[src/gb_cart_pkg.sv]
// --------------------
// shared types and constants of the cartridge logic
// imported by the mapper, address map and cart RAM blocks
// --------------------
package gb_cart_pkg;

	// mapper families decoded from the header type byte
	typedef enum logic [2:0] {
		MBC_NONE,
		MBC_1,
		MBC_2,
		MBC_3,
		MBC_5
	} mbc_kind_t;

	typedef logic [15:0] cpu_addr_t;
	typedef logic [8:0]  rom_bank_t;      // 16k bank number, also the rom mask
	typedef logic [3:0]  ram_bank_t;      // 8k bank number, also the ram mask
	typedef logic [23:0] rom_word_addr_t; // 16 bit words of external memory

	// --------------------
	// cpu address windows, value of addr[15:13]
	// --------------------
	localparam logic [2:0] REGION_RAM_EN   = 3'b000; // 0000-1fff
	localparam logic [2:0] REGION_ROM_BANK = 3'b001; // 2000-3fff
	localparam logic [2:0] REGION_RAM_BANK = 3'b010; // 4000-5fff
	localparam logic [2:0] REGION_MODE     = 3'b011; // 6000-7fff
	localparam logic [2:0] REGION_CRAM     = 3'b101; // a000-bfff

	// low nibble written to 0000-1fff to open the ram
	localparam logic [3:0] RAM_ENABLE_KEY = 4'hA;

	// --------------------
	// header words seen on the download stream
	// --------------------
	localparam logic [24:0] HDR_TYPE_WORD = 25'h146; // type byte at 147 is the high byte
	localparam logic [24:0] HDR_SIZE_WORD = 25'h148; // rom size low, ram size high

endpackage

[src/gb_cart_if.sv]


// fields taken from the cartridge header
interface cart_info_if;
	import gb_cart_pkg::*;

	mbc_kind_t kind;
	rom_bank_t rom_mask;
	ram_bank_t ram_mask;
	logic      ready;  // image loaded and header valid

	modport hdr  (output kind, rom_mask, ram_mask, ready);
	modport user (input kind, rom_mask, ram_mask, ready);
endinterface


[src/cart_header_capture.sv]
// --------------------
// snoops the image download and keeps the mapper type and size masks
// ready goes high once the download has finished
// --------------------
`timescale 1ns/10ps

module cart_header_capture (
	input  logic        clk_sys,
	input  logic        reset,
	input  logic        dl_active,
	input  logic        dl_wr,
	input  logic [24:0] dl_addr,
	input  logic [15:0] dl_data,
	cart_info_if.hdr    info
);
	import gb_cart_pkg::*;

	logic [7:0] type_code;
	logic [7:0] rom_code;
	logic [7:0] ram_code;
	logic       dl_active_d;
	logic       ready;
	mbc_kind_t  kind;
	rom_bank_t  rom_mask;
	ram_bank_t  ram_mask;

	// header bytes, held until the next download overwrites them
	always_ff @(posedge clk_sys) begin
		if (dl_wr && dl_addr == HDR_TYPE_WORD)
			type_code <= dl_data[15:8];
		if (dl_wr && dl_addr == HDR_SIZE_WORD) begin
			rom_code <= dl_data[7:0];   // offset 148
			ram_code <= dl_data[15:8];  // offset 149
		end
	end

	// ready drops while a download runs and returns after its end
	always_ff @(posedge clk_sys) begin
		if (reset) begin
			dl_active_d <= 1'b0;
			ready       <= 1'b0;
		end else begin
			dl_active_d <= dl_active;
			if (dl_active)
				ready <= 1'b0;
			else if (dl_active_d)
				ready <= 1'b1;
		end
	end

	// --------------------
	// decode
	// --------------------
	always_comb begin
		case (type_code) inside
			8'h01, 8'h02, 8'h03: kind = MBC_1;
			8'h05, 8'h06:        kind = MBC_2;
			[8'h0F:8'h13]:       kind = MBC_3;
			[8'h19:8'h1E]:       kind = MBC_5;
			default:             kind = MBC_NONE;
		endcase

		if (rom_code <= 8'd8)
			rom_mask = 9'h1FF >> (4'd8 - rom_code[3:0]);  // 2 << n banks
		else
			rom_mask = 9'h07F;  // odd sizes 52-54 fall back to 128 banks

		if (ram_code == 8'd3)
			ram_mask = 4'h3;    // 32k, 4 banks
		else if (ram_code < 8'd3)
			ram_mask = 4'h0;    // single bank or none
		else
			ram_mask = 4'hF;    // 128k
	end

	assign info.kind     = kind;
	assign info.rom_mask = rom_mask;
	assign info.ram_mask = ram_mask;
	assign info.ready    = ready;

endmodule

[src/flat_wrapper.sv]
// flat-port wrapper written by rule: the top's interface ports become plain ports
module cart_header_capture_flat import gb_cart_pkg::*;
  (clk_sys, reset, dl_active, dl_wr, dl_addr, dl_data, info_kind, info_rom_mask, info_ram_mask, info_ready);
  cart_info_if info_i ();
  input  logic clk_sys;
  input  logic reset;
  input  logic dl_active;
  input  logic dl_wr;
  input  logic [24:0] dl_addr;
  input  logic [15:0] dl_data;
  output wire logic [$bits(info_i.kind)-1:0] info_kind;
  output wire logic [$bits(info_i.rom_mask)-1:0] info_rom_mask;
  output wire logic [$bits(info_i.ram_mask)-1:0] info_ram_mask;
  output wire logic [$bits(info_i.ready)-1:0] info_ready;
  assign info_kind = info_i.kind;
  assign info_rom_mask = info_i.rom_mask;
  assign info_ram_mask = info_i.ram_mask;
  assign info_ready = info_i.ready;
  cart_header_capture u_core (.clk_sys(clk_sys), .reset(reset), .dl_active(dl_active), .dl_wr(dl_wr), .dl_addr(dl_addr), .dl_data(dl_data), .info(info_i));
endmodule
[config.mk]
export PLATFORM = sky130hd
export DESIGN_NAME = cart_header_capture_flat
export DESIGN_NICKNAME = d
export VERILOG_FILES = /design/src/gb_cart_pkg.sv /design/src/gb_cart_if.sv /design/src/cart_header_capture.sv /design/src/flat_wrapper.sv
export SDC_FILE = /design/constraint.sdc
export NUM_CORES = 1
export LEC_CHECK = 0
export BUFFER_PORTS_ARGS = -buffer_cell sky130_fd_sc_hd__buf_4
export CAP_MARGIN = 20
export CORE_MARGIN = 2
export CORE_UTILIZATION = 32
export CTS_CLUSTER_SIZE = 8
export DETAILED_ROUTE_END_ITERATION = 8
export PLACE_DENSITY_LB_ADDON = 0.2
export SYNTH_ARGS = -nofsm -noshare
export SYNTH_HDL_FRONTEND = slang
export SYNTH_SLANG_ARGS = --single-unit
[constraint.sdc]
create_clock -name clk_sys -period 2.15 [get_ports clk_sys]
set_clock_uncertainty 0.2 [all_clocks]
set_input_delay 0.1075 -clock clk_sys [delete_from_list [all_inputs] [get_ports clk_sys]]
set_output_delay 0.1075 -clock clk_sys [all_outputs]
set_load 0.02 [all_outputs]
# Word level (Yosys, flattened, before mapping)
# Index checks and enable logic that the tools add are counted.
# totals
register_bits	26
input_bits	45
output_inout_bits	17
word_cells	35
# op_classes
add_sub_neg	1
magnitude_cmp	6
n_eq_ne	8
shifts	1
mux	7
reduce_logical	7
# op_table
cell	count
25-bit by 9-bit == test with 1-bit output (second input constant)	2
8-bit by 2-bit == test with 1-bit output (second input constant)	3
8-bit by 3-bit == test with 1-bit output (second input constant)	2
8-bit by 5-bit <= comparator with 1-bit output (second input constant)	2
3-bit two-way mux	4
9-bit two-way mux	1
9-bit by 4-bit right shift with 9-bit output (first input constant)	1
8-bit by 1-bit == test with 1-bit output (second input constant)	1
8-bit by 4-bit >= comparator with 1-bit output (second input constant)	1
8-bit by 5-bit >= comparator with 1-bit output (second input constant)	1
8-bit by 4-bit <= comparator with 1-bit output (second input constant)	1
8-bit by 2-bit less-than comparator with 1-bit output (second input constant)	1
4-bit two-way mux	2
1-bit logical AND	4
2-bit OR reduction	2
4-bit subtractor (first input constant)	1
3-bit OR reduction	1

# Logic depth before layout (Yosys ltp)
# depth
word_depth	6
depth_mapped	6
mapped_depth_nobuf	6

# Worst setup path before layout
# OpenSTA, ideal clock, no wires.
# synth_timing
kind	input -> register
startpoint	input port dl_addr[0]
endpoint	register u_core.ram_code[0], enable pin
setup_ns	0.409
t_arrival_ns	1.712
required_ns	1.541
setup_slack_ns	-0.171
cell_stages	3
path_buffers	0
cell_sequence	nor4b_1 nand4_1 nor3_1
# synth_between
elab_chain_cells	2
# synth_lines
item	line_no	text
from (decl)	flat_wrapper.sv:9	input logic [24:0] dl_addr;
25-bit by 9-bit == test with 1-bit output	cart_header_capture.sv:31	if (dl_wr && dl_addr == HDR_SIZE_WORD) begin
1-bit logical AND	cart_header_capture.sv:31	
to (signal assigned)	cart_header_capture.sv:33	ram_code <= dl_data[15:8];
to (decl)	cart_header_capture.sv:20	logic [7:0] ram_code;
# No other way between the ends.
# A chain may end at the register's enable or synchronous reset.

# Final worst setup path
# layout_timing
startpoint	register u_core.rom_code[1]
endpoint	output port info_rom_mask[7]
# layout_between
elab_chain_cells	3
elab_cells_between_ends	4
cone_classes	add/sub: 1; order compare: 1; shift: 1; mux: 1
# layout_lines
item	line_no	text
from (decl)	cart_header_capture.sv:19	logic [7:0] rom_code;
from (signal assigned)	cart_header_capture.sv:32	rom_code <= dl_data[7:0];
4-bit subtractor	cart_header_capture.sv:64	rom_mask = 9'h1FF >> (4'd8 - rom_code[3:0]);
9-bit by 4-bit right shift with 9-bit output	cart_header_capture.sv:64	
9-bit two-way mux *	cart_header_capture.sv:63	if (rom_code <= 8'd8)
to (decl)	flat_wrapper.sv:12	output wire logic [$bits(info_i.rom_mask)-1:0] info_rom_mask;
# Mark *: on every way between the ends. The rest lies on a longest branch, timed or not.

==> out/metrics.cfg <==
[placement]
portBuffers=61
dp_hpwl_um=1960
placed_cells_incl_taps=199
finalWeightedCongestion=0.639

[clocking]
cts-htree-levels=1
cts_tree=yes
clkLatencyLatePin_ns=0.27
cts.clk_slew.worst_paths_ns=0.08
clk_path_buf_depth=2
clock-sinks=26
cts_buffers=3
cts_root_buffer=clkbuf_8

[pwr]
p_leak_nw=0.819
comb_power_share=0.095
vdd_drop_max_mv=0.286
switching_share=0.161
pwr-share-clk=0.377
pwr_density_cell_nw_per_um2=507
p_switching_uw=169
power_frac_seq=0.528
internal_power_uw=878

[yosys]
seq_area_frac_synth=0.641
syn_inst=90
ys_ff_latch=26
syn_area_um2=1190
yosysTopAreaCell=edfxtp_1
synth_ff_type=edfxtp_1
synth.area.top_cells=edfxtp_1 (61%), ha_1 (4.2%), dfxtp_1 (3.4%), nor4_1 (3.2%), nor3_1 (2.5%)
yosys.cell_types.count=31
syn-num-nets=139
synth_edf_count=24
syn-mean-instance-area_um2=13.2
yosysTopAreaCellShare=0.607
synth_warnings=0
yosysMostFrequentCell=edfxtp_1
synthArstFlopShare=0

[layout]
final_nets=231
layoutNonFillerInstCount=229
drive_gt1_frac=0.475
area_growth_pct=74.0
postLayoutCoreUtil=0.573
antenna_cells=0

[floorplan]
coreArea_um2=3610
initial_core_util=0.329
die_x_um=64.9
die-area_um2=4210
die_h_um=64.9
row_count=22
ios=62

[min_path]
hold_class=in -> reg
hold_depth=3

[sta]
worst_slew_pin_slew_ns=0.331
hold_viol=0
fmax_ghz=0.474
slew_headroom=0.777
fin_crit_ns=2.11
rsz0062_at_grt=yes
timing.final.crit_share=0.982
setup_viol=0
hold_ws_ns=0.0962
final_max_slew_viol_count=0

[global_route]
grt_pass1_vias=976
antenna_found_initial=0
grt_first_pass_wirelength_um=4100
grt_max_degree=17
grt_usage=0.129
overflow=0

[critical_path]
critPathLaunchType=flop
cp_max_fo=7
crit_required_ns=1.84
crit_type=reg -> out
path_buf_inv=2
critical-path-max-stage-delay_ns=0.41
ff2ff_path_depth=2
critPathTopFamily=simple AND/OR/NAND/NOR gates
slowest_stage=edfxtp_1
cp_cell_sequence=inv_2 > ha_4 > or2b_4 > a21oi_4 > nor4b_4 > buf_4
path_depth=6
reg2reg_slack_ns=1.38
endpoint_kind=output pin
crit_arrival_ns=1.80

[run_status]
outcome=completed

[drt]
drt-initial-drc-count=14
drcViolationCount=0
drtPass1Iterations=4
vias=1044
finalWirelength_um=2660
antenna_left=0
vias_per_cell=4.56
avgRoutedWirePerCell_um=11.6

[run]
maxCapViolations=0

layer usage:
metal	track usage	vias to the layer above	part of all wire
li1	-	519	-
met1	0.148	466	0.42
met2	0.219	54	0.47
met3	0.0278	5	0.089
met4	0.0798	0	0.023
met5	0	-	0
tightest hold or removal path, cell delays in order:
cell    delay (ns)
buf_4         0.08
nor4_1        0.04
buf_4         0.16
area by class of cell:
class	instances	area, um2
fillers	326	1540
flip-flops and latches	26	761
repair buffers	89	716
multi-input cells	56	435
well taps	48	60.1
clock buffers	3	41.3
clock inverters	1	30.0
inverters	6	22.5
timing repair:
action / 4_1_cts / 5_1_grt
hold endpoints to repair: 26 / 0
pin swaps: 1 / 4
setup buffers: 2 / 5
setup endpoints to repair: 2 / 5
gates resized for setup: 3 / 5
hold buffers: 19 / 0
worst paths after layout:
path                           start                   to
hold reg to reg   u_core.dl_active_d    u_core.info.ready
setup reg to reg   u_core.info.ready    u_core.info.ready
setup / recovery  u_core.rom_code[1]     info_rom_mask[7]
hold / removal            dl_addr[3]  u_core.type_code[6]
placed cells by master (no fill, tap or decap), types with 2 or more instances in the layout:
cell type and count:
dfxtp_1 2, dlygate4sd3_1 19, o21ai_0 6, clkbuf_8 3, inv_2 2, inv_1 4
edfxtp_1 24, nand2_1 6, buf_4 70, nor3_1 5, nor4_1 6, ha_1 2
o21ai_1 2, nor2b_1 3, ha_4 2, nor2_1 4
through the flow:
stage / instance area, um2 / power (mW) / TNS, ns / setup WS (ns)
2_1_floorplan: 1190 / 0.571 / 0 / 0.0901
3_3_place_gp: 1710 / 0.635 / 0 / 0.276
3_5_place_dp: 1710 / 0.637 / 0 / 0.228
4_1_cts: 1990 / 1.06 / 0 / 0.0194
5_1_grt: 2070 / 1.09 / -0.193 / -0.0542
6_report: 2070 / 1.05 / 0 / 0.0384
power by group through the flow:
stage | Combinational, mW | Sequential [mW] | Clock, mW
floorplan | 0.00570 | 0.566 | 0
global placement | 0.0705 | 0.565 | 0
detailed placement | 0.0727 | 0.565 | 0
CTS | 0.0998 | 0.553 | 0.407
global route | 0.108 | 0.553 | 0.428
finish | 0.0993 | 0.553 | 0.394
flip-flops by register name (all words and copies together) (netlist names):
name / cells
u_core.dl_active_d: 1
u_core.rom_code: 8
u_core.type_code: 8
u_core.ram_code: 8
u_core.info.ready: 1
cell families (layout without fill, tap and decap cells):
kind of cell	Yosys count	in the layout	share of synthesized area
AND/OR/NAND/NOR	36	36	0.189
adder cells (fa/ha/maj)	4	4	0.0422
XOR/XNOR	2	2	0.0211
flip-flops	26	26	0.641
AO/OA/AOI/OAI	14	14	0.0759
buffers and inverters	8	99	0.0316
No activity file was read; power rests on OpenSTA's default activity.
