==> config.mk <==
export PLATFORM = sky130hd
export DESIGN_NAME = mbc_bank_regs_flat
export DESIGN_NICKNAME = d
export VERILOG_FILES = /design/src/gb_cart_pkg.sv /design/src/gb_cart_if.sv /design/src/mbc_bank_regs.sv /design/src/flat_wrapper.sv
export SDC_FILE = /design/constraint.sdc
export NUM_CORES = 1
export LEC_CHECK = 0
export BUFFER_PORTS_ARGS = -buffer_cell sky130_fd_sc_hd__buf_2
export CORE_ASPECT_RATIO = 1.1
export CORE_UTILIZATION = 39
export CTS_CLUSTER_SIZE = 24
export DETAILED_ROUTE_END_ITERATION = 7
export PLACE_DENSITY = 0.85
export RECOVER_POWER = 100
export SLEW_MARGIN = 10
export SYNTH_ARGS = -nofsm -noshare
export SYNTH_HDL_FRONTEND = slang
export SYNTH_SLANG_ARGS = --single-unit
export TNS_END_PERCENT = 20
==> constraint.sdc <==
create_clock -name clk_sys -period 3.4 [get_ports clk_sys]
set_input_delay 0 -clock clk_sys [delete_from_list [all_inputs] [get_ports clk_sys]]
set_output_delay 0 -clock clk_sys [all_outputs]
set_load 0.02 [all_outputs]
==> src/gb_cart_pkg.sv <==
// --------------------
// shared types and constants of the cartridge logic
// imported by the mapper, address map and cart RAM blocks
// --------------------
package gb_cart_pkg;

	// mapper families decoded from the header type byte
	typedef enum logic [2:0] {
		MBC_NONE,
		MBC_1,
		MBC_2,
		MBC_3,
		MBC_5
	} mbc_kind_t;

	typedef logic [15:0] cpu_addr_t;
	typedef logic [8:0]  rom_bank_t;      // 16k bank number, also the rom mask
	typedef logic [3:0]  ram_bank_t;      // 8k bank number, also the ram mask
	typedef logic [23:0] rom_word_addr_t; // 16 bit words of external memory

	// --------------------
	// cpu address windows, value of addr[15:13]
	// --------------------
	localparam logic [2:0] REGION_RAM_EN   = 3'b000; // 0000-1fff
	localparam logic [2:0] REGION_ROM_BANK = 3'b001; // 2000-3fff
	localparam logic [2:0] REGION_RAM_BANK = 3'b010; // 4000-5fff
	localparam logic [2:0] REGION_MODE     = 3'b011; // 6000-7fff
	localparam logic [2:0] REGION_CRAM     = 3'b101; // a000-bfff

	// low nibble written to 0000-1fff to open the ram
	localparam logic [3:0] RAM_ENABLE_KEY = 4'hA;

	// --------------------
	// header words seen on the download stream
	// --------------------
	localparam logic [24:0] HDR_TYPE_WORD = 25'h146; // type byte at 147 is the high byte
	localparam logic [24:0] HDR_SIZE_WORD = 25'h148; // rom size low, ram size high

endpackage

==> src/gb_cart_if.sv <==
// --------------------
// bundles between the cartridge blocks: cpu bus, header info, bank state
// --------------------
`timescale 1ns/10ps

// cpu side cartridge bus
interface cart_bus_if;
	import gb_cart_pkg::*;

	cpu_addr_t   addr;
	logic        rd;
	logic        wr;  // one cycle strobe
	logic [7:0]  di;  // write byte

	modport src (output addr, rd, wr, di);
	modport mon (input addr, rd, wr, di);
endinterface

// fields taken from the cartridge header
interface cart_info_if;
	import gb_cart_pkg::*;

	mbc_kind_t kind;
	rom_bank_t rom_mask;
	ram_bank_t ram_mask;
	logic      ready;  // image loaded and header valid

	modport hdr  (output kind, rom_mask, ram_mask, ready);
	modport user (input kind, rom_mask, ram_mask, ready);
endinterface

// mapper register state
interface bank_if;
	import gb_cart_pkg::*;

	rom_bank_t rom_bank;
	ram_bank_t ram_bank;
	logic      mbc1_mode;
	logic      ram_enable;

	modport regs (output rom_bank, ram_bank, mbc1_mode, ram_enable);
	modport map  (input rom_bank, ram_bank, mbc1_mode, ram_enable);
endinterface

==> src/mbc_bank_regs.sv <==
// --------------------
// mapper registers written by the cpu in 0000-7fff
// --------------------
`timescale 1ns/10ps

module mbc_bank_regs (
	input  logic       clk_sys,
	input  logic       reset,
	cart_bus_if.mon    bus,
	cart_info_if.user  info,
	bank_if.regs       bank
);
	import gb_cart_pkg::*;

	rom_bank_t  rom_bank;
	ram_bank_t  ram_bank;
	logic       mbc1_mode;
	logic       ram_enable;
	logic [2:0] region;
	logic       is_mbc5;
	logic       zero_bank;

	assign region  = bus.addr[15:13];
	assign is_mbc5 = (info.kind == MBC_5);

	// bank 0 is remapped to 1, each mapper looks at its own bit range
	always_comb begin
		case (info.kind)
			MBC_1:   zero_bank = (bus.di[4:0] == 5'd0);
			MBC_2:   zero_bank = (bus.di[3:0] == 4'd0);
			default: zero_bank = (bus.di[6:0] == 7'd0);
		endcase
	end

	// --------------------
	// register writes
	// --------------------
	always_ff @(posedge clk_sys) begin
		if (reset) begin
			rom_bank   <= rom_bank_t'(1);
			ram_bank   <= '0;
			mbc1_mode  <= 1'b0;
			ram_enable <= 1'b0;
		end else if (bus.wr) begin
			case (region)
				REGION_RAM_EN: begin
					ram_enable <= (bus.di[3:0] == RAM_ENABLE_KEY);
				end
				REGION_ROM_BANK: begin
					if (is_mbc5) begin
						if (bus.addr[12])
							rom_bank[8] <= bus.di[0];     // 3000-3fff
						else
							rom_bank[7:0] <= bus.di;      // 2000-2fff, bank 0 allowed
					end else if (zero_bank) begin
						rom_bank <= rom_bank_t'(1);
					end else begin
						rom_bank <= {2'b00, bus.di[6:0]};
					end
				end
				REGION_RAM_BANK: begin
					if (is_mbc5)
						ram_bank <= bus.di[3:0];
					else
						ram_bank <= {2'b00, bus.di[1:0]};  // mbc1 bank2 or mbc3 ram bank
				end
				REGION_MODE: begin
					if (info.kind == MBC_1)
						mbc1_mode <= bus.di[0];
				end
				default: ;
			endcase
		end
	end

	assign bank.rom_bank   = rom_bank;
	assign bank.ram_bank   = ram_bank;
	assign bank.mbc1_mode  = mbc1_mode;
	assign bank.ram_enable = ram_enable;

endmodule

==> src/flat_wrapper.sv <==
// flat-port wrapper written by rule: the top's interface ports become plain ports
module mbc_bank_regs_flat import gb_cart_pkg::*;
  (clk_sys, reset, bus_addr, bus_rd, bus_wr, bus_di, info_kind, info_rom_mask, info_ram_mask, info_ready, bank_rom_bank, bank_ram_bank, bank_mbc1_mode, bank_ram_enable);
  cart_bus_if bus_i ();
  cart_info_if info_i ();
  bank_if bank_i ();
  input  logic clk_sys;
  input  logic reset;
  input wire logic [$bits(bus_i.addr)-1:0] bus_addr;
  input wire logic [$bits(bus_i.rd)-1:0] bus_rd;
  input wire logic [$bits(bus_i.wr)-1:0] bus_wr;
  input wire logic [$bits(bus_i.di)-1:0] bus_di;
  input wire logic [$bits(info_i.kind)-1:0] info_kind;
  input wire logic [$bits(info_i.rom_mask)-1:0] info_rom_mask;
  input wire logic [$bits(info_i.ram_mask)-1:0] info_ram_mask;
  input wire logic [$bits(info_i.ready)-1:0] info_ready;
  output wire logic [$bits(bank_i.rom_bank)-1:0] bank_rom_bank;
  output wire logic [$bits(bank_i.ram_bank)-1:0] bank_ram_bank;
  output wire logic [$bits(bank_i.mbc1_mode)-1:0] bank_mbc1_mode;
  output wire logic [$bits(bank_i.ram_enable)-1:0] bank_ram_enable;
  assign bus_i.addr = bus_addr;
  assign bus_i.rd = bus_rd;
  assign bus_i.wr = bus_wr;
  assign bus_i.di = bus_di;
  assign info_i.kind = info_kind;
  assign info_i.rom_mask = info_rom_mask;
  assign info_i.ram_mask = info_ram_mask;
  assign info_i.ready = info_ready;
  assign bank_rom_bank = bank_i.rom_bank;
  assign bank_ram_bank = bank_i.ram_bank;
  assign bank_mbc1_mode = bank_i.mbc1_mode;
  assign bank_ram_enable = bank_i.ram_enable;
  mbc_bank_regs u_core (.clk_sys(clk_sys), .reset(reset), .bus(bus_i), .info(info_i), .bank(bank_i));
endmodule
Word level (Yosys, flattened, before mapping)
Cells that the tools add are included.

word-level totals
  register bits = 15
  input port bits = 45
  word-level logic and storage cells = 29

operators by class
  equality and inequality tests = 9
  mux-type cells = 6
  reduce and logical (&&, ||, !) cells = 9

operators with widths
  operator                                                          count
  3-bit by 2-bit == test with 1-bit output (second input constant)  3
  9-bit two-way mux                                                 1
  3-bit AND reduction                                               3
  8-bit two-way mux                                                 1
  7-bit logical NOT                                                 1
  7-bit two-way mux                                                 1
  3-bit by 1-bit == test with 1-bit output (second input constant)  2
  5-bit logical NOT                                                 1
  4-bit == test (second input constant)                             1
  4-bit logical NOT                                                 1
  4-bit two-way mux                                                 1
  2-bit inequality test (second input constant)                     2
  2-bit AND reduction                                               2
  3-bit == test (second input constant)                             1
  3-bit logical NOT                                                 1
  1-bit one-hot mux with 2 select lines                             1
  1-bit two-way mux                                                 1

Depth between registers and ports, before layout
Gate-level depths: netlist of run 1.

  word-level depth = 4
  gate-level depth with buffers = 4

Worst setup path after synthesis of run 1
Ideal clock, no wire load.

  path type = input port to flip-flop
  start point = input port info_kind[2]
  end point = register u_core.rom_bank[4], in the netlist u_core.bank.rom_bank[4]
  arrival time = 1.140 ns
  slack = 2.143 ns
  cell stages on the path = 3
  path buffers = 0
  path through = or4b_1 > a311o_1 > a32o_1

on the way
  word-level cells in the longest chain between the ends = 4

ends and longest elaborated chain
  item                                                                                                         line                 RTL
  start: declaration                                                                                           flat_wrapper.sv:13   input wire logic [$bits(info_i.kind)-1:0] info_kind;
  3-bit by 2-bit == test with 1-bit output / 3-bit by 1-bit == test with 1-bit output (equally long branches)  mbc_bank_regs.sv:28  case (info.kind)
  1-bit one-hot mux with 2 select lines                                                                        mbc_bank_regs.sv:28
  7-bit two-way mux                                                                                            mbc_bank_regs.sv:55  end else if (zero_bank) begin
  9-bit two-way mux                                                                                            mbc_bank_regs.sv:50  if (is_mbc5) begin
  end signal: assignment                                                                                       mbc_bank_regs.sv:54  rom_bank[7:0] <= bus.di;
  end signal: assignment                                                                                       mbc_bank_regs.sv:56  rom_bank <= rom_bank_t'(1);
  end signal: assignment                                                                                       mbc_bank_regs.sv:58  rom_bank <= {2'b00, bus.di[6:0]};
  end: declaration                                                                                             mbc_bank_regs.sv:15  rom_bank_t rom_bank;

Parallel ways exist; a longest one is shown, timed or not.
A chain may end at the register's enable or synchronous reset.

Worst setup path in the final report of run 1
  start point = input port bus_di[1]
  end point = register u_core.rom_bank[5], in the netlist u_core.bank.rom_bank[5]

on the way
  word-level cells in the longest chain between the ends = 4

ends and longest elaborated chain
  item                                       line                 RTL
  start: declaration                         flat_wrapper.sv:12   input wire logic [$bits(bus_i.di)-1:0] bus_di;
  7-bit logical NOT (tied with other cells)  mbc_bank_regs.sv:31  default: zero_bank = (bus.di[6:0] == 7'd0);
  1-bit one-hot mux with 2 select lines (*)  mbc_bank_regs.sv:28
  7-bit two-way mux (*)                      mbc_bank_regs.sv:55
  9-bit two-way mux (*)                      mbc_bank_regs.sv:50

Every way passes the cells marked *; elsewhere a longest branch is shown, timed or not.

==> results of run 1 <==
[cell type report]
class	count	area, um2	share of cell area
clock buffers	4	26.3	0.0280
inverters	3	11.3	0.0120
multi-input cells	52	382	0.407
flip-flops and latches	15	300	0.320
well taps	17	21.3	0.0227
repair buffers	38	198	0.211
[kinds of logic after synthesis]
group,after synthesis,synth area share
AOI/OAI and AO/OA,20,0.188
and+or+nand+nor,29,0.314
buffers and inverters,5,0.0268
muxes,3,0.0429
DFF,15,0.429
[power groups by stage]
| stage | Combinational, mW | Clock, mW | Sequential (mW) |
|---|---|---|---|
| final | 0.0461 | 0.101 | 0.179 |
| after global routing | 0.0498 | 0.110 | 0.180 |
| after CTS | 0.0463 | 0.103 | 0.179 |
| after detailed placement | 0.0409 | 0 | 0.183 |
| after global placement | 0.0396 | 0 | 0.183 |
| after floorplan | 0.0156 | 0 | 0.186 |
[cells in the final DEF, fill, tap and decap left out, types with 3 or more instances in the layout]
cell	n
clkbuf_1	19
dfxtp_1	15
buf_2	14
a21oi_1	8
dlygate4sd3_1	6
nand3_1	5
o21ai_0	5
mux2i_1	3
nor2_1	3
inv_1	3
a32o_1	3
clkbuf_4	3
[routing by layer]
| layer | global-route usage | share of wire | up-vias |
|---|---|---|---|
| li1 | - | - | 364 |
| met1 | 0.263 | 0.47 | 354 |
| met2 | 0.311 | 0.45 | 32 |
| met3 | 0.0235 | 0.053 | 5 |
| met4 | 0.131 | 0.027 | 0 |
| met5 | 0 | 0 | - |
[critical path: stages]
cell and delay, ns:
dlygate4sd3_1 0.53, clkbuf_1 0.14, or4_1 0.54, a311o_1 0.40, a32o_1 0.27
[per-stage QoR]
stage | area, um2 | power, mW | hold slack, ns
2_1_floorplan | 701 | 0.202 | 0.0691
3_3_place_gp | 875 | 0.223 | 0.250
3_5_place_dp | 875 | 0.224 | 0.260
4_1_cts | 961 | 0.329 | 0.000497
5_1_grt | 938 | 0.339 | 0.0349
6_report | 938 | 0.326 | 0.00385
[final timing paths]
path / start / endpoint / slack [ns]
worst max register to register: u_core.bank.mbc1_mode$_SDFFE_PP0P_ / u_core.bank.mbc1_mode$_SDFFE_PP0P_ / 2.65
worst min register to register: u_core.bank.rom_bank[0]$_SDFFE_PP1P_ / u_core.bank.rom_bank[0]$_SDFFE_PP1P_ / 0.46
worst min-delay path: bus_di[2] / u_core.bank.ram_bank[2]$_SDFFE_PP0P_ / 0.004
worst max-delay path: bus_di[1] / u_core.bank.rom_bank[5]$_SDFFE_PP0P_ / 1.71
[flip-flops by register name, summed over array words and instances, names as in the netlist]
| register | cells |
|---|---|
| u_core.bank.mbc1_mode | 1 |
| u_core.bank.rom_bank | 9 |
| u_core.bank.ram_bank | 4 |
| u_core.bank.ram_enable | 1 |
==> results.md, run 1 <==
* CP arrival at 1.87 ns
* Setup crit end kind: register
* Layout cell share with drive strength beyond 1 at 0.205
* Via density at roughly 5.9
* DR DRC count at 0
* # setup viols final at 0
* Hpwl dp at around 1200 um
* Max-Cap Viols at 0
* Critical path class: primary input to register
* Post-Place Cells at around 120
* Setup Skew at 0 ns
* Synth warnings at 0
* Synthesized cell area at approximately 700 um2
* Req. time, crit path at between 3 and 4 ns
* TritonRoute pass-1 iters at 4
* FP Rows at 15
* Latest clock arrival within the worst-skew pair at roughly 0.28 ns
* Clock root buffer: clkbuf_4
* Gate power share at 0.141
* Slew HR at 0.289
* Post-layout nets at around 160
* DIE AREA at 1970 um2
* Total CTS buffers at 3
* Clk pwr share at 0.310
* Post-synth net total at around 120
* Post-synth EDFFs at 0
* Grt ovf at 0
* Post-synthesis cell type count at 28
* Hold depth at 3
* CTS tree: built
* Predominant post-synthesis flop cell: dfxtp_1
* Syn_area_per_cell at 9.73 um2
* Via Count at 755
* Height of the chip at 46.5 um
* Switching power total at slightly above 0.08 mW
* Post-synth top cells: dfxtp_1 (15), a21oi_1 (8), nand3_1 (5), o21ai_0 (5)
* Synthesized instance count at 72
* P_leak at 0.332 nW
* Status: finished clean
* Worst setup margin at 1.71 ns
* Antenna diodes at 0
* DP Worst Slack at between 1.5 and 2 ns
* Routed Antenna Nets at 0
* Die width at 42.4 um
* Async set or reset register ratio after synthesis at 0
* Cell taking the most area after synthesis: dfxtp_1
* First-pass GRT wire length at 2820 um
* Sw frac at 0.250
* Final period util at 0.498
* Synth top area share at 0.429
* Postcts setup bufs at 0
* Largest cells by area after synthesis: dfxtp_1 (43%), a21oi_1 (5.7%), and4bb_2 (5.4%)
* Maximum root-to-sink buffer count at 2
* Global Route Usage Sum at 0.199
* CTS Hold Buffers Added at 6
* Worst IR Drop VDD at 0.000252 V
* Largest net degree at the start of global routing at 14
* I/O pins at 60
* Unrepaired setup endpoints after global routing: false
* Initial core utilization at 0.429
* Most frequent cell after synthesis: dfxtp_1
* R2r worst-path depth at 3
* CTS Sinks at 15
* Routed WL at around 1800 um
* Vias in the first global route at 661
* RD Place Congestion at 0.760
* Pwr/cell area at 348 nW/um2
* Finished Layout Cells at 129
* Reg clk slew, reported paths at 0.09 ns
* Sequential area share after synthesis at 0.429
* FILL cells at 158
* Slew Limit Fails at 0
* P&R area growth vs syn at 33.9%
* CP startpoint kind: primary input
* Routed length per placed instance at 14.0 um
* Post-cts resize count at 0
* F_max at 0.591 GHz
* Antenna violations before repair at 0
* FF+latch count, synth at 15
* Min-delay worst type: primary input to register
* Drt first-iter violations at 15
* Setup TNS Final at 0 ns
* IO Port Bufs at 32
* Min cycle time layout at between 1.5 and 2 ns
* Flop pwr share at 0.549
* CORE AREA at 1630 um2
* Slew @ Worst Pin at 1.05 ns
* Crit path max fanout at 4
* Final core area utilization at 0.575
* H-tree depth at 1
* Int Pwr at 0.245 mW
* Final hold vios at 0
(Power assumes the default switching activity.)
==> run 2, diff against run 1 <==
- ABC_AREA: default -> 1
- CORE_UTILIZATION: 39 -> 33
- PLACE_DENSITY: 0.85 -> 0.77
- clock period: 3.4 -> 1.37 ns (I/O delays scaled with it)
==> results.md, run 2 <==
* Most frequent cell after synthesis: nand2_1
* CTS Sinks at 15
* Synthesized cell area at 704 um2
* Setup crit end kind: register
* Routed length per placed instance at 10.1 um
* Final hold vios at 0
* Min-delay worst type: primary input to register
* Status: finished clean
* Hold depth at 3
* Worst IR Drop VDD at ~0.00032 V
* # setup viols final at 0
* FF-to-FF setup slack at approximately 0.22 ns
* R2r worst-path depth at 3
* Post-synth EDFFs at 0
* Via Count at 767
* Global Route Usage Sum at 0.154
* Via density at 4.59
* Setup TNS Final at 0 ns
* Post-layout nets at ~190
* DIE AREA at 2320 um2
* Maximum root-to-sink buffer count at 2
* Die width at 46.1 um
* Height of the chip at between 50 and 60 um
* Drt first-iter violations at 13
* Post-synthesis cell type count at 19
* Slew Limit Fails at 0
* PnR Total Power at 0.832 mW
* Largest register FFs at 9
* CTS tree: built
* Clock root buffer: clkbuf_4
* R2R Path Start: u_core.bank.rom_bank[7]$_SDFFE_PP0P_
* Synthesized instance count at 97
* Critical path class: primary input to register
* Total CTS buffers at 3
* Placement Cell Area at 900 um2
* Pwr/cell area at 866 nW/um2
* Post-synth top cells: nand2_1 (22), nor2_1 (17), dfxtp_1 (15), inv_1 (11)
* Unrepaired setup endpoints after global routing: false
* Hold Startpoint: bus_di[3]
* First-pass GRT wire length at 2610 um
* Latest clock arrival within the worst-skew pair at 0.27 ns
* CP arrival at 1.43 ns
* P&R area growth vs syn at 36.4%
* I/O pins at 60
* Predominant post-synthesis flop cell: dfxtp_1
* Post-synth net total at roughly 140
* H-tree depth at 1
* Cell taking the most area after synthesis: dfxtp_1
* Slew @ Worst Pin at approximately 0.33 ns
* Antenna diodes at 0
* Worst hold margin at 0.0131 ns
* Routed Antenna Nets at 0
* Final core area utilization at 0.481
* Largest cells by area after synthesis: dfxtp_1 (43%), nand2_1 (12%), nor2_1 (9.1%)
* TritonRoute pass-1 iters at 4
* Antenna violations before repair at 0
* Postcts setup bufs at 0
* Reg2reg end: u_core.bank.rom_bank[7]$_SDFFE_PP0P_
* Hold path endpoint: u_core.bank.ram_bank[3]$_SDFFE_PP0P_
* Hpwl dp at 1260 um
* Largest regs: u_core.bank.rom_bank x9, u_core.bank.ram_bank x4
* Reg clk slew, reported paths at 0.09 ns
* DR DRC count at 0
* Initial core utilization at 0.352
* Async set or reset register ratio after synthesis at 0
* Req. time, crit path at 1.54 ns
* Routed WL at 1680 um
* CORE AREA at 2000 um2
* Synth top area share at 0.426
* RD Place Congestion at 0.798
* FP Rows at 17
* CP startpoint kind: primary input
* Slew HR at 0.782
* Largest net degree at the start of global routing at 10
* Most frequent cells in the layout: nand2_1 (22), clkbuf_1 (18), nor2_1 (17), dfxtp_1 (15), buf_2 (14)
* FF+latch count, synth at 15
* Crit path max fanout at 7
* Syn_area_per_cell at 7.26 um2
* Synth warnings at 0
* IO Port Bufs at 32
* Post-Layout Inst Area at 961 um2
* F_max at 0.796 GHz
* Vias in the first global route at ~680
* Reg with most FFs: u_core.bank.rom_bank
* Max-Cap Viols at 0
* P_leak at approximately 0.43 nW
* Most common cell after layout, fill and taps aside: nand2_1
* Min cycle time layout at around 1.3 ns
* Grt ovf at 0
* Setup Skew at 0 ns
* Layout cell share with drive strength beyond 1 at 0.194
* Sequential area share after synthesis at 0.426
* Final period util at 0.917
-- run 2: report_power, final --
part | internal, mW | switching, mW
clock | 0.108 | 0.140
combinational | 0.0519 | 0.0804
sequential | 0.447 | 0.00511
-- run 2: per-layer routing --
metal,GRT usage,part of all wire,vias up
met2,0.286,0.53,32
met5,0,0,-
met1,0.164,0.40,330
li1,-,-,401
met3,0.0216,0.051,4
met4,0.0588,0.015,0
-- run 2: cell type report --
class / count / area [um2]
fill: 221 / 1040
clock inverter: 1 / 5.00
tap: 28 / 35.0
inverter: 13 / 53.8
sequential: 15 / 300
clock buffer: 3 / 22.5
timing repair buffer: 38 / 198
multi-input combinational: 69 / 347
-- run 2: worst max path at each step --
stage            startpoint                                    to  slack, ns  cells after the start
4_1_cts        info_kind[0]  u_core.bank.rom_bank[7]$_SDFFE_PP0P_       0.18                      8
3_3_place_gp   info_kind[0]  u_core.bank.rom_bank[2]$_SDFFE_PP0P_       0.40                      7
6_report              reset  u_core.bank.rom_bank[7]$_SDFFE_PP0P_       0.11                      4
5_1_grt        info_kind[0]  u_core.bank.rom_bank[7]$_SDFFE_PP0P_       0.06                      8
2_1_floorplan  info_kind[0]  u_core.bank.rom_bank[1]$_SDFFE_PP0P_       0.64                      6
3_5_place_dp   info_kind[0]  u_core.bank.rom_bank[1]$_SDFFE_PP0P_       0.41                      7
-- run 2: through the flow --
stage | setup WS (ns) | cells
floorplan | 0.637 | 97
global placement | 0.397 | 157
detailed placement | 0.408 | 157
CTS | 0.185 | 167
global route | 0.0614 | 167
finish | 0.114 | 167
-- run 2: repair_timing --
item | 4_1_cts | 5_1_grt
hold buffers | 6 | 0
endpoints found under the setup margin | 0 | 0
hold endpoints to repair | 8 | 0
resized for setup | 0 | 0
-- run 2: kinds of logic (layout without fill, tap and decap cells) --
| logic type | Yosys count | after routing | share of synthesized area |
|---|---|---|---|
| compound gates | 19 | 19 | 0.158 |
| buf+inv | 13 | 55 | 0.0764 |
| flops | 15 | 15 | 0.426 |
| simple gates | 50 | 50 | 0.339 |
-- run 2: critical path: stages --
cell and delay [ns]:
dlygate4sd3_1 0.52, clkbuf_1 0.28, a21oi_2 0.05, dlygate4sd3_1 0.57
