### src/gb_cart_pkg.sv
// --------------------
// shared types and constants of the cartridge logic
// imported by the mapper, address map and cart RAM blocks
// --------------------
package gb_cart_pkg;

	// mapper families decoded from the header type byte
	typedef enum logic [2:0] {
		MBC_NONE,
		MBC_1,
		MBC_2,
		MBC_3,
		MBC_5
	} mbc_kind_t;

	typedef logic [15:0] cpu_addr_t;
	typedef logic [8:0]  rom_bank_t;      // 16k bank number, also the rom mask
	typedef logic [3:0]  ram_bank_t;      // 8k bank number, also the ram mask
	typedef logic [23:0] rom_word_addr_t; // 16 bit words of external memory

	// --------------------
	// cpu address windows, value of addr[15:13]
	// --------------------
	localparam logic [2:0] REGION_RAM_EN   = 3'b000; // 0000-1fff
	localparam logic [2:0] REGION_ROM_BANK = 3'b001; // 2000-3fff
	localparam logic [2:0] REGION_RAM_BANK = 3'b010; // 4000-5fff
	localparam logic [2:0] REGION_MODE     = 3'b011; // 6000-7fff
	localparam logic [2:0] REGION_CRAM     = 3'b101; // a000-bfff

	// low nibble written to 0000-1fff to open the ram
	localparam logic [3:0] RAM_ENABLE_KEY = 4'hA;

	// --------------------
	// header words seen on the download stream
	// --------------------
	localparam logic [24:0] HDR_TYPE_WORD = 25'h146; // type byte at 147 is the high byte
	localparam logic [24:0] HDR_SIZE_WORD = 25'h148; // rom size low, ram size high

endpackage

### src/gb_cart_if.sv
// --------------------
// bundles between the cartridge blocks: cpu bus, header info, bank state
// --------------------
`timescale 1ns/10ps

// cpu side cartridge bus
interface cart_bus_if;
	import gb_cart_pkg::*;

	cpu_addr_t   addr;
	logic        rd;
	logic        wr;  // one cycle strobe
	logic [7:0]  di;  // write byte

	modport src (output addr, rd, wr, di);
	modport mon (input addr, rd, wr, di);
endinterface

// fields taken from the cartridge header
interface cart_info_if;
	import gb_cart_pkg::*;

	mbc_kind_t kind;
	rom_bank_t rom_mask;
	ram_bank_t ram_mask;
	logic      ready;  // image loaded and header valid

	modport hdr  (output kind, rom_mask, ram_mask, ready);
	modport user (input kind, rom_mask, ram_mask, ready);
endinterface

// mapper register state
interface bank_if;
	import gb_cart_pkg::*;

	rom_bank_t rom_bank;
	ram_bank_t ram_bank;
	logic      mbc1_mode;
	logic      ram_enable;

	modport regs (output rom_bank, ram_bank, mbc1_mode, ram_enable);
	modport map  (input rom_bank, ram_bank, mbc1_mode, ram_enable);
endinterface

### src/mbc_addr_map.sv
// --------------------
// maps the cpu address onto the rom word address and the cart ram address
// --------------------
`timescale 1ns/10ps

module mbc_addr_map #(
	parameter int CRAM_BANK_BITS = 4
) (
	cart_bus_if.mon                       bus,
	cart_info_if.user                     info,
	bank_if.map                           bank,
	output gb_cart_pkg::rom_word_addr_t   rom_addr,
	output logic                          rom_oe,
	output logic [12+CRAM_BANK_BITS:0]    cram_addr
);
	import gb_cart_pkg::*;

	logic      in_cram;
	logic      low_win;
	logic [1:0] bank2;
	rom_bank_t sel_bank;
	rom_bank_t raw_bank;
	rom_bank_t eff_bank;
	ram_bank_t cram_bank;

	assign in_cram = (bus.addr[15:13] == REGION_CRAM);
	assign low_win = (bus.addr[15:14] == 2'b00);

	// mbc1 bank2 reaches 0000-3fff and the ram only in mode 1
	assign bank2    = bank.ram_bank[1:0] & {2{bus.addr[14] | bank.mbc1_mode}};
	assign sel_bank = low_win ? '0 : bank.rom_bank;

	always_comb begin
		case (info.kind)
			MBC_1:        raw_bank = {2'b00, bank2, sel_bank[4:0]};
			MBC_2, MBC_3: raw_bank = {2'b00, sel_bank[6:0]};
			MBC_5:        raw_bank = sel_bank;
			default:      raw_bank = {8'd0, bus.addr[14]};  // plain 32k
		endcase

		case (info.kind)
			MBC_1:        cram_bank = {2'b00, bank2} & info.ram_mask;
			MBC_3, MBC_5: cram_bank = bank.ram_bank & info.ram_mask;
			default:      cram_bank = '0;
		endcase
	end

	assign eff_bank = raw_bank & info.rom_mask;  // mirrors small roms

	// byte address is bank * 4000 + addr[13:0], halved for the word bus
	assign rom_addr  = {2'b00, eff_bank, bus.addr[13:1]};
	assign rom_oe    = bus.rd & ~in_cram & info.ready;
	assign cram_addr = {cram_bank[CRAM_BANK_BITS-1:0], bus.addr[12:0]};

endmodule

### src/flat_wrapper.sv
// flat-port wrapper written by rule: the top's interface ports become plain ports
module mbc_addr_map_flat import gb_cart_pkg::*;
#(
	parameter int CRAM_BANK_BITS = 4
)
  (rom_addr, rom_oe, cram_addr, bus_addr, bus_rd, bus_wr, bus_di, info_kind, info_rom_mask, info_ram_mask, info_ready, bank_rom_bank, bank_ram_bank, bank_mbc1_mode, bank_ram_enable);
  cart_bus_if bus_i ();
  cart_info_if info_i ();
  bank_if bank_i ();
  output gb_cart_pkg::rom_word_addr_t rom_addr;
  output logic rom_oe;
  output logic [12+CRAM_BANK_BITS:0] cram_addr;
  input wire logic [$bits(bus_i.addr)-1:0] bus_addr;
  input wire logic [$bits(bus_i.rd)-1:0] bus_rd;
  input wire logic [$bits(bus_i.wr)-1:0] bus_wr;
  input wire logic [$bits(bus_i.di)-1:0] bus_di;
  input wire logic [$bits(info_i.kind)-1:0] info_kind;
  input wire logic [$bits(info_i.rom_mask)-1:0] info_rom_mask;
  input wire logic [$bits(info_i.ram_mask)-1:0] info_ram_mask;
  input wire logic [$bits(info_i.ready)-1:0] info_ready;
  input wire logic [$bits(bank_i.rom_bank)-1:0] bank_rom_bank;
  input wire logic [$bits(bank_i.ram_bank)-1:0] bank_ram_bank;
  input wire logic [$bits(bank_i.mbc1_mode)-1:0] bank_mbc1_mode;
  input wire logic [$bits(bank_i.ram_enable)-1:0] bank_ram_enable;
  assign bus_i.addr = bus_addr;
  assign bus_i.rd = bus_rd;
  assign bus_i.wr = bus_wr;
  assign bus_i.di = bus_di;
  assign info_i.kind = info_kind;
  assign info_i.rom_mask = info_rom_mask;
  assign info_i.ram_mask = info_ram_mask;
  assign info_i.ready = info_ready;
  assign bank_i.rom_bank = bank_rom_bank;
  assign bank_i.ram_bank = bank_ram_bank;
  assign bank_i.mbc1_mode = bank_mbc1_mode;
  assign bank_i.ram_enable = bank_ram_enable;
  mbc_addr_map #(.CRAM_BANK_BITS(CRAM_BANK_BITS)) u_core (.bus(bus_i), .info(info_i), .bank(bank_i), .rom_addr(rom_addr), .rom_oe(rom_oe), .cram_addr(cram_addr));
endmodule
### config.mk
export PLATFORM = sky130hd
export DESIGN_NAME = mbc_addr_map_flat
export DESIGN_NICKNAME = d
export VERILOG_FILES = /design/src/gb_cart_pkg.sv /design/src/gb_cart_if.sv /design/src/mbc_addr_map.sv /design/src/flat_wrapper.sv
export SDC_FILE = /design/constraint.sdc
export NUM_CORES = 1
export LEC_CHECK = 0
export BUFFER_PORTS_ARGS = -buffer_cell sky130_fd_sc_hd__buf_2
export CAP_MARGIN = 20
export CORE_UTILIZATION = 23
export DETAILED_ROUTE_END_ITERATION = 8
export GPL_TIMING_DRIVEN = 0
export PLACE_DENSITY_LB_ADDON = 0.15
export SYNTH_ARGS = -nofsm -noshare
export SYNTH_HDL_FRONTEND = slang
export SYNTH_SLANG_ARGS = --single-unit
### constraint.sdc
create_clock -name vclk -period 1.2
set_clock_uncertainty 0.2 [all_clocks]
set_input_delay 0.06 -clock vclk [all_inputs]
set_output_delay 0.06 -clock vclk [all_outputs]
set_load 0.05 [all_outputs]
Word level (Yosys, flattened, before mapping)
Index checks and enable logic that the tools add are counted.
W data, S select, Z words.
{"block": "op_classes", "eq_ne": 5, "n_reduce_logical": 3, "bitwise": 8, "muxes": 3}
{"op": "$pmux W9 S3", "n": 1}
{"op": "$and A9 B9 Y9", "n": 1}
{"op": "$mux W9", "n": 1}
{"op": "$pmux W4 S2", "n": 1}
{"op": "$eq A3 B2 Y1 const B", "n": 2}
{"op": "$eq A3 B3 Y1 const B", "n": 2}
{"op": "$and A2 B4 Y4", "n": 1}
{"op": "$and A4 B4 Y4", "n": 1}
{"op": "$reduce_or A2 Y1", "n": 2}
{"op": "$eq A3 B1 Y1 const B", "n": 1}
{"op": "$and A1 B1 Y1", "n": 2}
{"op": "$and A2 B2 Y2", "n": 1}
{"op": "$logic_not A2 Y1", "n": 1}
{"op": "$not A1 Y1", "n": 1}
{"op": "$or A1 B1 Y1", "n": 1}
{"block": "word_totals", "input_bits": 58, "reg_bits": 0, "output_inout_bits": 42}

Logic depth before layout (Yosys ltp)
Gate-level depths: netlist of run 1.
{"block": "logic_depth", "depth_word": 4, "depth_mapped": 3, "depth_no_buf": 3}

Worst setup path before layout of run 1
No wires, ideal clock.
{"block": "synth_path", "kind": "input -> output", "start": "input info_kind[0]", "end": "output rom_addr[18]", "path_buffers": 0, "slack_ps": -456, "arrival_ps": 1396, "t_required_ps": 940, "cell_stages": 3, "path_cell_list": "o21a_1 or3_1 o22ai_1"}
{"block": "synth_between", "elab_chain_cells": 4, "elab_cells_between_ends": 7}
{"element": "from (decl)", "line_no": "flat_wrapper.sv:17", "rtl": "input wire logic [$bits(info_i.kind)-1:0] info_kind;"}
{"element": "$eq A3 B2 Y1", "line_no": "mbc_addr_map.sv:34", "rtl": "case (info.kind)"}
{"element": "$reduce_or A2 Y1", "line_no": "mbc_addr_map.sv:34"}
{"element": "$pmux W9 S3 (*)", "line_no": "mbc_addr_map.sv:34"}
{"element": "$and A9 B9 Y9 (*)", "line_no": "mbc_addr_map.sv:48", "rtl": "assign eff_bank = raw_bank & info.rom_mask;"}
{"element": "to (decl)", "line_no": "flat_wrapper.sv:10", "rtl": "output gb_cart_pkg::rom_word_addr_t rom_addr;"}
Mark *: on every way between the ends. The rest lies on a longest branch, timed or not.

Worst setup path in the final report of run 1
{"block": "layout_path", "start": "input info_kind[1]", "end": "output rom_addr[18]"}
Same word-level chain as after synthesis.

==> impl_metrics.json, run 1 <==
{
  "die_h_um": 44.69,
  "layout_commonest_cell": "buf_2",
  "yosysTopAreaCellShare": 0.5015,
  "max_freq_ghz": 0.7550,
  "run_status": "finished, violations left",
  "boundaryPins": 100,
  "grt_pass1_wl_mm": 1.918,
  "fin_crit_ns": 1.325,
  "final_cell_mix": "buf_2 (59), buf_4 (32), buf_8 (7), and3_2 (6)",
  "critPathBufInv": 2,
  "syn-mean-instance-area_um2": 6.351,
  "placed_area_um2": 879.6,
  "cts_hold_buf": 0,
  "synth_compound_area_frac": 0.1313,
  "design_area_um2": 1057,
  "worst_slack_ns": -0.1245,
  "gp_congestion": 0.6841,
  "vdd_drop_max_mv": 0.2751,
  "synthXorXnorAreaFrac": 0,
  "min_path_type": "input port to output port",
  "grtUsageTotal": 0.1195,
  "cp_max_fo": 5,
  "ys_seq_area_frac": 0,
  "numSequentialCells": 0,
  "yosysWarningCount": 0,
  "p_per_area_nw_per_um2": 531.8,
  "areaGrowthSynthToFinish_pct": 152.2,
  "place_ws_ns": -0.2671,
  "n_fill_cell": 160,
  "switching_share": 0.6102,
  "n_antenna_cell": 0,
  "critPathSlowestCell": "or3_4",
  "final_core_util": 0.6190,
  "dp_hpwl_mm": 1.190,
  "synthSimpleGateAreaFrac": 0.3313,
  "routed-via-count": 679,
  "grt_overflow": 0,
  "fp-row-count": 15,
  "wl_per_cell_um": 8.226,
  "nets": 203,
  "die-area_um2": 1997,
  "yosys.area.top_type": "buf_4",
  "drive_gt1_frac": 0.8881,
  "regArea_um2": 0,
  "path_cells": "buf_8, o21a_4, or3_4, o22ai_4, buf_6",
  "required_ns": 0.94,
  "initial_core_util": 0.2454,
  "die_x_um": 44.69,
  "drt_wl_total_mm": 1.382,
  "hold_slack_ns": 0.2210,
  "detail-route-antenna-nets": 0,
  "muxShareOfSynthArea": 0,
  "clkPwrFrac": 0,
  "switching_power_mw": 0.3431,
  "combPwrFrac": 1.000,
  "synth_area_leaders": "buf_4 (50%), and3_1 (15%), nand2_1 (4.5%), nor3_1 (3.6%), nor2_1 (3.6%)",
  "synth_adder_area_share": 0,
  "antenna_found_initial": 0,
  "synthCells": 66,
  "p_leak_nw": 0.6141,
  "synth_top_family_by_area": "buffers and inverters",
  "critPathKind": "input port to output port",
  "grt_pass1_vias": 565,
  "critPathCaptureType": "output port",
  "yosysUniqueCellTypes": 16,
  "hold_viol_final": 0,
  "rsz0062_at_grt": "true",
  "slew_viol_final": 0,
  "failed_checks": "setup timing",
  "synth_area_um2": 419.2,
  "core_area_um2": 1708,
  "drc": 0,
  "max_stage_delay_ns": 0.37,
  "cpLargestDelayFamily": "simple AND/OR/NAND/NOR gates",
  "fin_setup_tns_ns": -0.8797,
  "portBuffers": 75,
  "pwr-share-seq": 0,
  "dr.pass1.iters": 4,
  "grt_max_degree": 6,
  "setup_viol": 13,
  "via_per_inst": 4.042,
  "nClkBuffers": 0,
  "cellInternalPower_mw": 0.2192,
  "fin_crit_sh": 1.104,
  "drt-initial-drc-count": 3,
  "cap_violations": 0,
  "cp.arrival_ns": 1.06,
  "cp-start-kind": "input port"
}
-- through the flow --
stage               power, mW  instances
floorplan              0.3825         67
global placement       0.4978        167
detailed placement     0.5022        167
CTS                    0.5374        168
global route           0.5921        168
finish                 0.5623        168
-- layer usage --
metal  GRT usage  vias up  routed length (um)
li1            -      349                   -
met4           0        0                   0
met2      0.2706       47                 795
met5           0        -                   0
met3     0.01600        0                 152
met1      0.1157      283                 435
-- layout make-up --
cell class	instances	area [um^2]	share of cell area
timing repair buffer	76	494.2	0.4675
multi-input combinational	36	310.3	0.2935
buffer	28	210.2	0.1988
tap	25	31.28	0.02959
inverter	3	11.26	0.01065
-- cell families (layout without fill, tap and decap cells) --
| logic type | count (synthesis) | count (layout) |
|---|---|---|
| AOI/OAI and AO/OA | 8 | 8 |
| buffers and inverters | 31 | 107 |
| other | 1 | 2 |
| and+or+nand+nor | 26 | 26 |
-- final timing paths --
check	from	end	slack [ns]	cells after the start
worst max-delay path	info_kind[1]	rom_addr[18]	-0.12	5
worst min-delay path	bus_addr[11]	cram_addr[11]	0.22	2
-- synth_stat cells --
master,count
o311a_2,1
o21ai_0,2
and3_1,10
or3_1,2
nor2_1,4
o21a_1,1
buf_4,28
inv_1,3
o22ai_1,2
o31ai_1,1
nand2b_1,1
nand2_1,5
nor3_1,3
a31oi_1,1
or3b_1,1
conb_1,1
-- power by group through the flow --
stage          Combinational (mW)  Sequential, mW  Clock [mW]
6_report                    0.562               0           0
5_1_grt                     0.592               0           0
4_1_cts                     0.537               0           0
3_5_place_dp                0.502               0           0
3_3_place_gp                0.498               0           0
2_1_floorplan               0.383               0           0
-- what timing repair did --
action / in CTS / in global routing
gates resized for setup: 30 / 20
setup endpoints to repair: 13 / 13
buffers inserted: 1 / 0
pin swaps: 5 / 8
Power figures use the tool's default switching activity.
==> inputs of run 2 (changes only) <==
ABC_AREA = 1   (was default)
CORE_UTILIZATION = 25   (was 23)
PLACE_DENSITY = 0.88   (was default)
PLACE_DENSITY_LB_ADDON = default   (was 0.15)
==> run 2 against run 1 <==
- cell area is 4.0% lower
- sequential cell count stayed put
- the flow now finishes without violations
- die area is 3.4% higher
- final cell count is 9.5% higher
- global-route usage is 0.25 points lower
- core utilization is 3.8 points lower
- critical endpoint unchanged
- total power is 3.2% lower
==> impl_metrics.json, run 2 <==
{
  "numSequentialCells": 0,
  "required_ns": 0.94,
  "grt_pass1_wl_mm": 1.911,
  "use_met3": 0,
  "run_status": "completed",
  "p_leak_nw": 0.6511,
  "cp_max_fo": 3,
  "post_cts_buffers": 0,
  "synth_area_leaders": "buf_4 (45%), inv_1 (11%), nand2_1 (9.5%), nand4_1 (6.6%), a21boi_1 (6.4%)",
  "grtUsageMet1": 0.1262,
  "via_per_inst": 4.000,
  "final_cell_mix": "buf_2 (62), buf_4 (30), inv_1 (11), buf_6 (10), nand2_1 (9)",
  "max_stage_delay_ns": 0.24,
  "grt_use_met2": 0.2571,
  "grtUsageTotal": 0.1170,
  "cp.arrival_ns": 0.94,
  "dp_hpwl_mm": 1.299,
  "die_x_um": 45.44,
  "n_antenna_cell": 0,
  "initial_core_util": 0.2703,
  "grt_pass1_vias": 567,
  "antenna_found_initial": 0,
  "syn-mean-instance-area_um2": 5.683,
  "hold_slack_ns": 0.2215,
  "vdd_drop_max_mv": 0.2717,
  "synth_area_um2": 471.7,
  "regArea_um2": 0,
  "drc": 0,
  "drt_wl_total_mm": 1.498,
  "routed-via-count": 736,
  "synth_most_common_cell": "buf_4",
  "final_core_util": 0.5814,
  "die-area_um2": 2064,
  "core_area_um2": 1745,
  "synthCells": 83,
  "die_h_um": 45.44,
  "nets": 219,
  "drt-initial-drc-count": 6,
  "min_path_type": "input port to output port",
  "portBuffers": 75,
  "yosysTopAreaCellShare": 0.4456,
  "fp-row-count": 15,
  "gr-max-usage-layer": "met2",
  "cap_violations": 0,
  "dr.pass1.iters": 4,
  "gp_congestion": 0.6578,
  "ys_seq_area_frac": 0,
  "rsz0062_at_grt": "true",
  "slew_viol_final": 0,
  "layout_commonest_cell": "buf_2",
  "setup_viol": 0,
  "drive_gt1_frac": 0.7673,
  "fin_crit_sh": 0.9986,
  "max_freq_ghz": 0.8345,
  "areaGrowthSynthToFinish_pct": 115.1,
  "wl_per_cell_um": 8.141,
  "critPathKind": "input port to output port",
  "p_per_area_nw_per_um2": 536.2,
  "hold_viol_final": 0,
  "yosysWarningCount": 0,
  "detail-route-antenna-nets": 0,
  "power.total_mw": 0.5440,
  "design_area_um2": 1015,
  "yosys.area.top_type": "buf_4",
  "n_fill_cell": 177,
  "grt_overflow": 0,
  "yosysUniqueCellTypes": 13,
  "yosys-top-cells-count": "buf_4 (28), inv_1 (14), nand2_1 (12)",
  "boundaryPins": 100,
  "path_cells": "buf_8, nand3b_1, inv_2, nand2_2, a21boi_2, buf_6",
  "grt_max_degree": 8,
  "fin_crit_ns": 1.198,
  "cp-start-kind": "input port",
  "nClkBuffers": 0,
  "critPathCaptureType": "output port",
  "placed_area_um2": 904.6,
  "critPathSlowestCell": "nand3b_1"
}
[run 2: cell types whose count changed after synthesis, moves of 4 or more]
cell / delta
nand2_1: +7
and3_1: -10
inv_1: +11
nand4_1: +5
a21boi_1: +4
nor2_1: +4
nand3_1: +4
[run 2: per-layer routing]
metal	vias up	wire length, um
li1	381	-
met1	310	439
met2	45	897
met4	0	0
met3	0	160
met5	-	0
[run 2: cell type report]
type                            instances  area [um^2]  area share
Timing Repair Buffer                   75        452.9      0.4464
Tap cell                               25        31.28     0.03083
Multi-Input combinational cell         42        267.8      0.2639
Buffer                                 28        210.2      0.2072
Inverter                               14        52.55     0.05179
[run 2: repair_timing]
action                                  in CTS  in global routing
endpoints found under the setup margin      10                 11
pin swaps                                    1                  9
hold buffers                                 0                  0
gates resized for setup                     11                 26
[run 2: path summary, 6_finish.rpt]
check         start      endpoint  slack [ns]  cells after the start
max    info_kind[1]  rom_addr[18]       0.002                      6
min     bus_addr[6]  cram_addr[6]        0.22                      2
[run 2: cell families after synthesis]
| kind of cell | share of synthesized area |
|---|---|
| buffers and inverters | 0.5570 |
| AND/OR/NAND/NOR | 0.3528 |
| AO/OA/AOI/OAI | 0.08223 |
| other | 0.007950 |
[run 2: worst max-delay path: cells and delay by family]
kind                   cells  cell delay [ns]
and+or+nand+nor            2             0.31
AOI/OAI and AO/OA          1             0.17
buffers and inverters      3             0.39
[run 2: metrics by stage]
stage,std cells,setup TNS (ns),worst slack (ns)
floorplan,84,-0.7830,-0.3915
global placement,184,-0.2046,-0.04987
detailed placement,184,-0.2309,-0.06472
CTS,184,-0.0003106,-0.0003106
global route,184,-0.3140,-0.06120
finish,184,0,0.001684
[run 2: power breakdown]
group / leakage (nW) / internal, mW / switching [mW]
Clock: 0 / 0 / 0
Sequential: 0 / 0 / 0
Combinational: 0.651 / 0.195 / 0.349
==> inputs of run 3 (changes only) <==
--- a/config.mk
+++ b/config.mk
@@ -14,2 +14,3 @@
 export PLACE_DENSITY = 0.88
+export RECOVER_POWER = 100
 export SYNTH_ARGS = -nofsm -noshare
==> constraint.sdc (replaced) <==
create_clock -name vclk -period 1.2
set_clock_uncertainty 0.2 [all_clocks]
set_input_delay 0.24 -clock vclk [all_inputs]
set_output_delay 0.24 -clock vclk [all_outputs]
set_load 0.05 [all_outputs]
==> run 3 against run 2 <==
- the flow now finishes with violations (setup timing)
- non-clock buffer count is 3 higher
- worst hold slack gained 0.38 ns
- total power grew 14%
- critical endpoint is now cram_addr[13]
- sequential share of layout area unchanged
- critical path depth unchanged
- count of clock-buffer cells in the layout is the same
- global-route usage is 5.1 points higher
- largest power group unchanged
- cell area increased by 21%
==> impl_metrics.json, run 3 (synthesis gave the netlist of run 2 again) <==
{
  "cp.arrival_ns": 1.10,
  "wl_per_cell_um": 10.19,
  "nets": 222,
  "fin_crit_sh": 1.285,
  "drt-initial-drc-count": 2,
  "path_cells": "buf_8, nand3b_1, inv_2, nand2_4, a21boi_4, buf_6",
  "grt_overflow": 0,
  "boundaryPins": 100,
  "die_x_um": 45.44,
  "cp_num_cells": 6,
  "die_h_um": 45.44,
  "critPathBufInv": 3,
  "worst_slack_ns": -0.3415,
  "drc": 0,
  "areaGrowthSynthToFinish_pct": 161.3,
  "cpLargestDelayFamily": "buffers and inverters",
  "die-area_um2": 2064,
  "fp-row-count": 15,
  "cp_max_fo": 3,
  "finalNonFillerCells": 187,
  "run_status": "finished, violations left",
  "critPathKind": "input port to output port",
  "numSequentialCells": 0,
  "grtUsageTotal": 0.1679,
  "via_per_inst": 4.166,
  "core_area_um2": 1745,
  "grt_pass1_wl_mm": 2.580,
  "routed-via-count": 779,
  "gp_congestion": 0.7007,
  "setup_viol": 13,
  "max_freq_ghz": 0.6487,
  "failed_checks": "setup timing",
  "hold_viol_final": 0,
  "antenna_found_initial": 0,
  "grt_pass1_vias": 699,
  "dp.cells": 184,
  "critPathCapture": "cram_addr[13]",
  "place_ws_ns": -0.4878,
  "critPathCaptureType": "output port",
  "hold_slack_ns": 0.6006,
  "drt_wl_total_mm": 1.905,
  "dp_hpwl_mm": 1.505,
  "cap_violations": 0,
  "vdd_drop_max_mv": 0.3084,
  "detail-route-antenna-nets": 0,
  "design_area_um2": 1232,
  "drive_gt1_frac": 0.8704,
  "p_per_area_nw_per_um2": 503.9,
  "placed_area_um2": 1025,
  "crit_start": "info_kind[1]",
  "dr.pass1.iters": 2,
  "cp-start-kind": "input port",
  "required_ns": 0.76,
  "portBuffers": 75,
  "nClkBuffers": 0,
  "rsz0062_at_grt": "true",
  "slew_viol_final": 0,
  "max_stage_delay_ns": 0.23,
  "initial_core_util": 0.2703,
  "min_path_type": "input port to output port",
  "p_leak_nw": 0.7306,
  "n_antenna_cell": 0,
  "fin_crit_ns": 1.541,
  "cts_hold_buf": 0,
  "final_cell_mix": "buf_4 (30), buf_2 (30), clkbuf_2 (27), buf_6 (12), nand2_1 (7)",
  "critPathSlowestCell": "nand3b_1",
  "power.total_mw": 0.6210,
  "grt_max_degree": 8,
  "regArea_um2": 0
}
[run 3: cell types whose count changed in the layout (fill, tap and decap cells not counted), moves of 4 or more]
| cell | change |
|---|---|
| inv_1 | -8 |
| nand3_2 | +5 |
| nor2_4 | +5 |
| nand3_1 | -4 |
| clkbuf_2 | +27 |
| a21boi_2 | -4 |
| nor2_2 | -5 |
| buf_2 | -32 |
| a21boi_4 | +4 |
| inv_4 | +6 |
| buf_8 | +5 |
[run 3: repair_timing]
action	CTS	global route
setup endpoints to repair	14	14
gates resized for setup	51	5
setup buffers	2	1
pin swaps	12	6
[run 3: power by group]
part | switching [mW] | leakage [nW] | internal, mW
combinational | 0.389 | 0.731 | 0.232
sequential | 0 | 0 | 0
clock | 0 | 0 | 0
total | 0.389 | 0.731 | 0.232
[run 3: routing by layer]
layer	track usage	wire, um
met4	0.02424	27
met5	0	0
met3	0.003968	142
met1	0.1337	552
met2	0.4114	1184
[run 3: worst min-delay path by stage]
stage,cells after the start,endpoint,slack (ns),from
2_1_floorplan,1,cram_addr[0],0.45,bus_addr[0]
3_3_place_gp,2,cram_addr[7],0.58,bus_addr[7]
3_5_place_dp,2,cram_addr[7],0.58,bus_addr[7]
4_1_cts,2,cram_addr[7],0.58,bus_addr[7]
5_1_grt,2,rom_addr[4],0.61,bus_addr[5]
6_report,4,rom_oe,0.60,bus_rd
[run 3: per-stage QoR]
| step | TNS [ns] | utilization |
|---|---|---|
| final | -3.944 | 0.7061 |
| after global routing | -4.678 | 0.7061 |
| after CTS | -3.796 | 0.6925 |
| after detailed placement | -5.399 | 0.5871 |
| after global placement | -5.119 | 0.5871 |
| after floorplan | -1.800 | - |
[run 3: final cells by class]
| cell class | count | area [um^2] |
|---|---|---|
| plain buffers | 28 | 210.2 |
| fillers | 159 | 513.0 |
| well taps | 25 | 31.28 |
| repair buffers | 78 | 545.5 |
| inverters | 14 | 67.56 |
| multi-input cells | 42 | 377.9 |
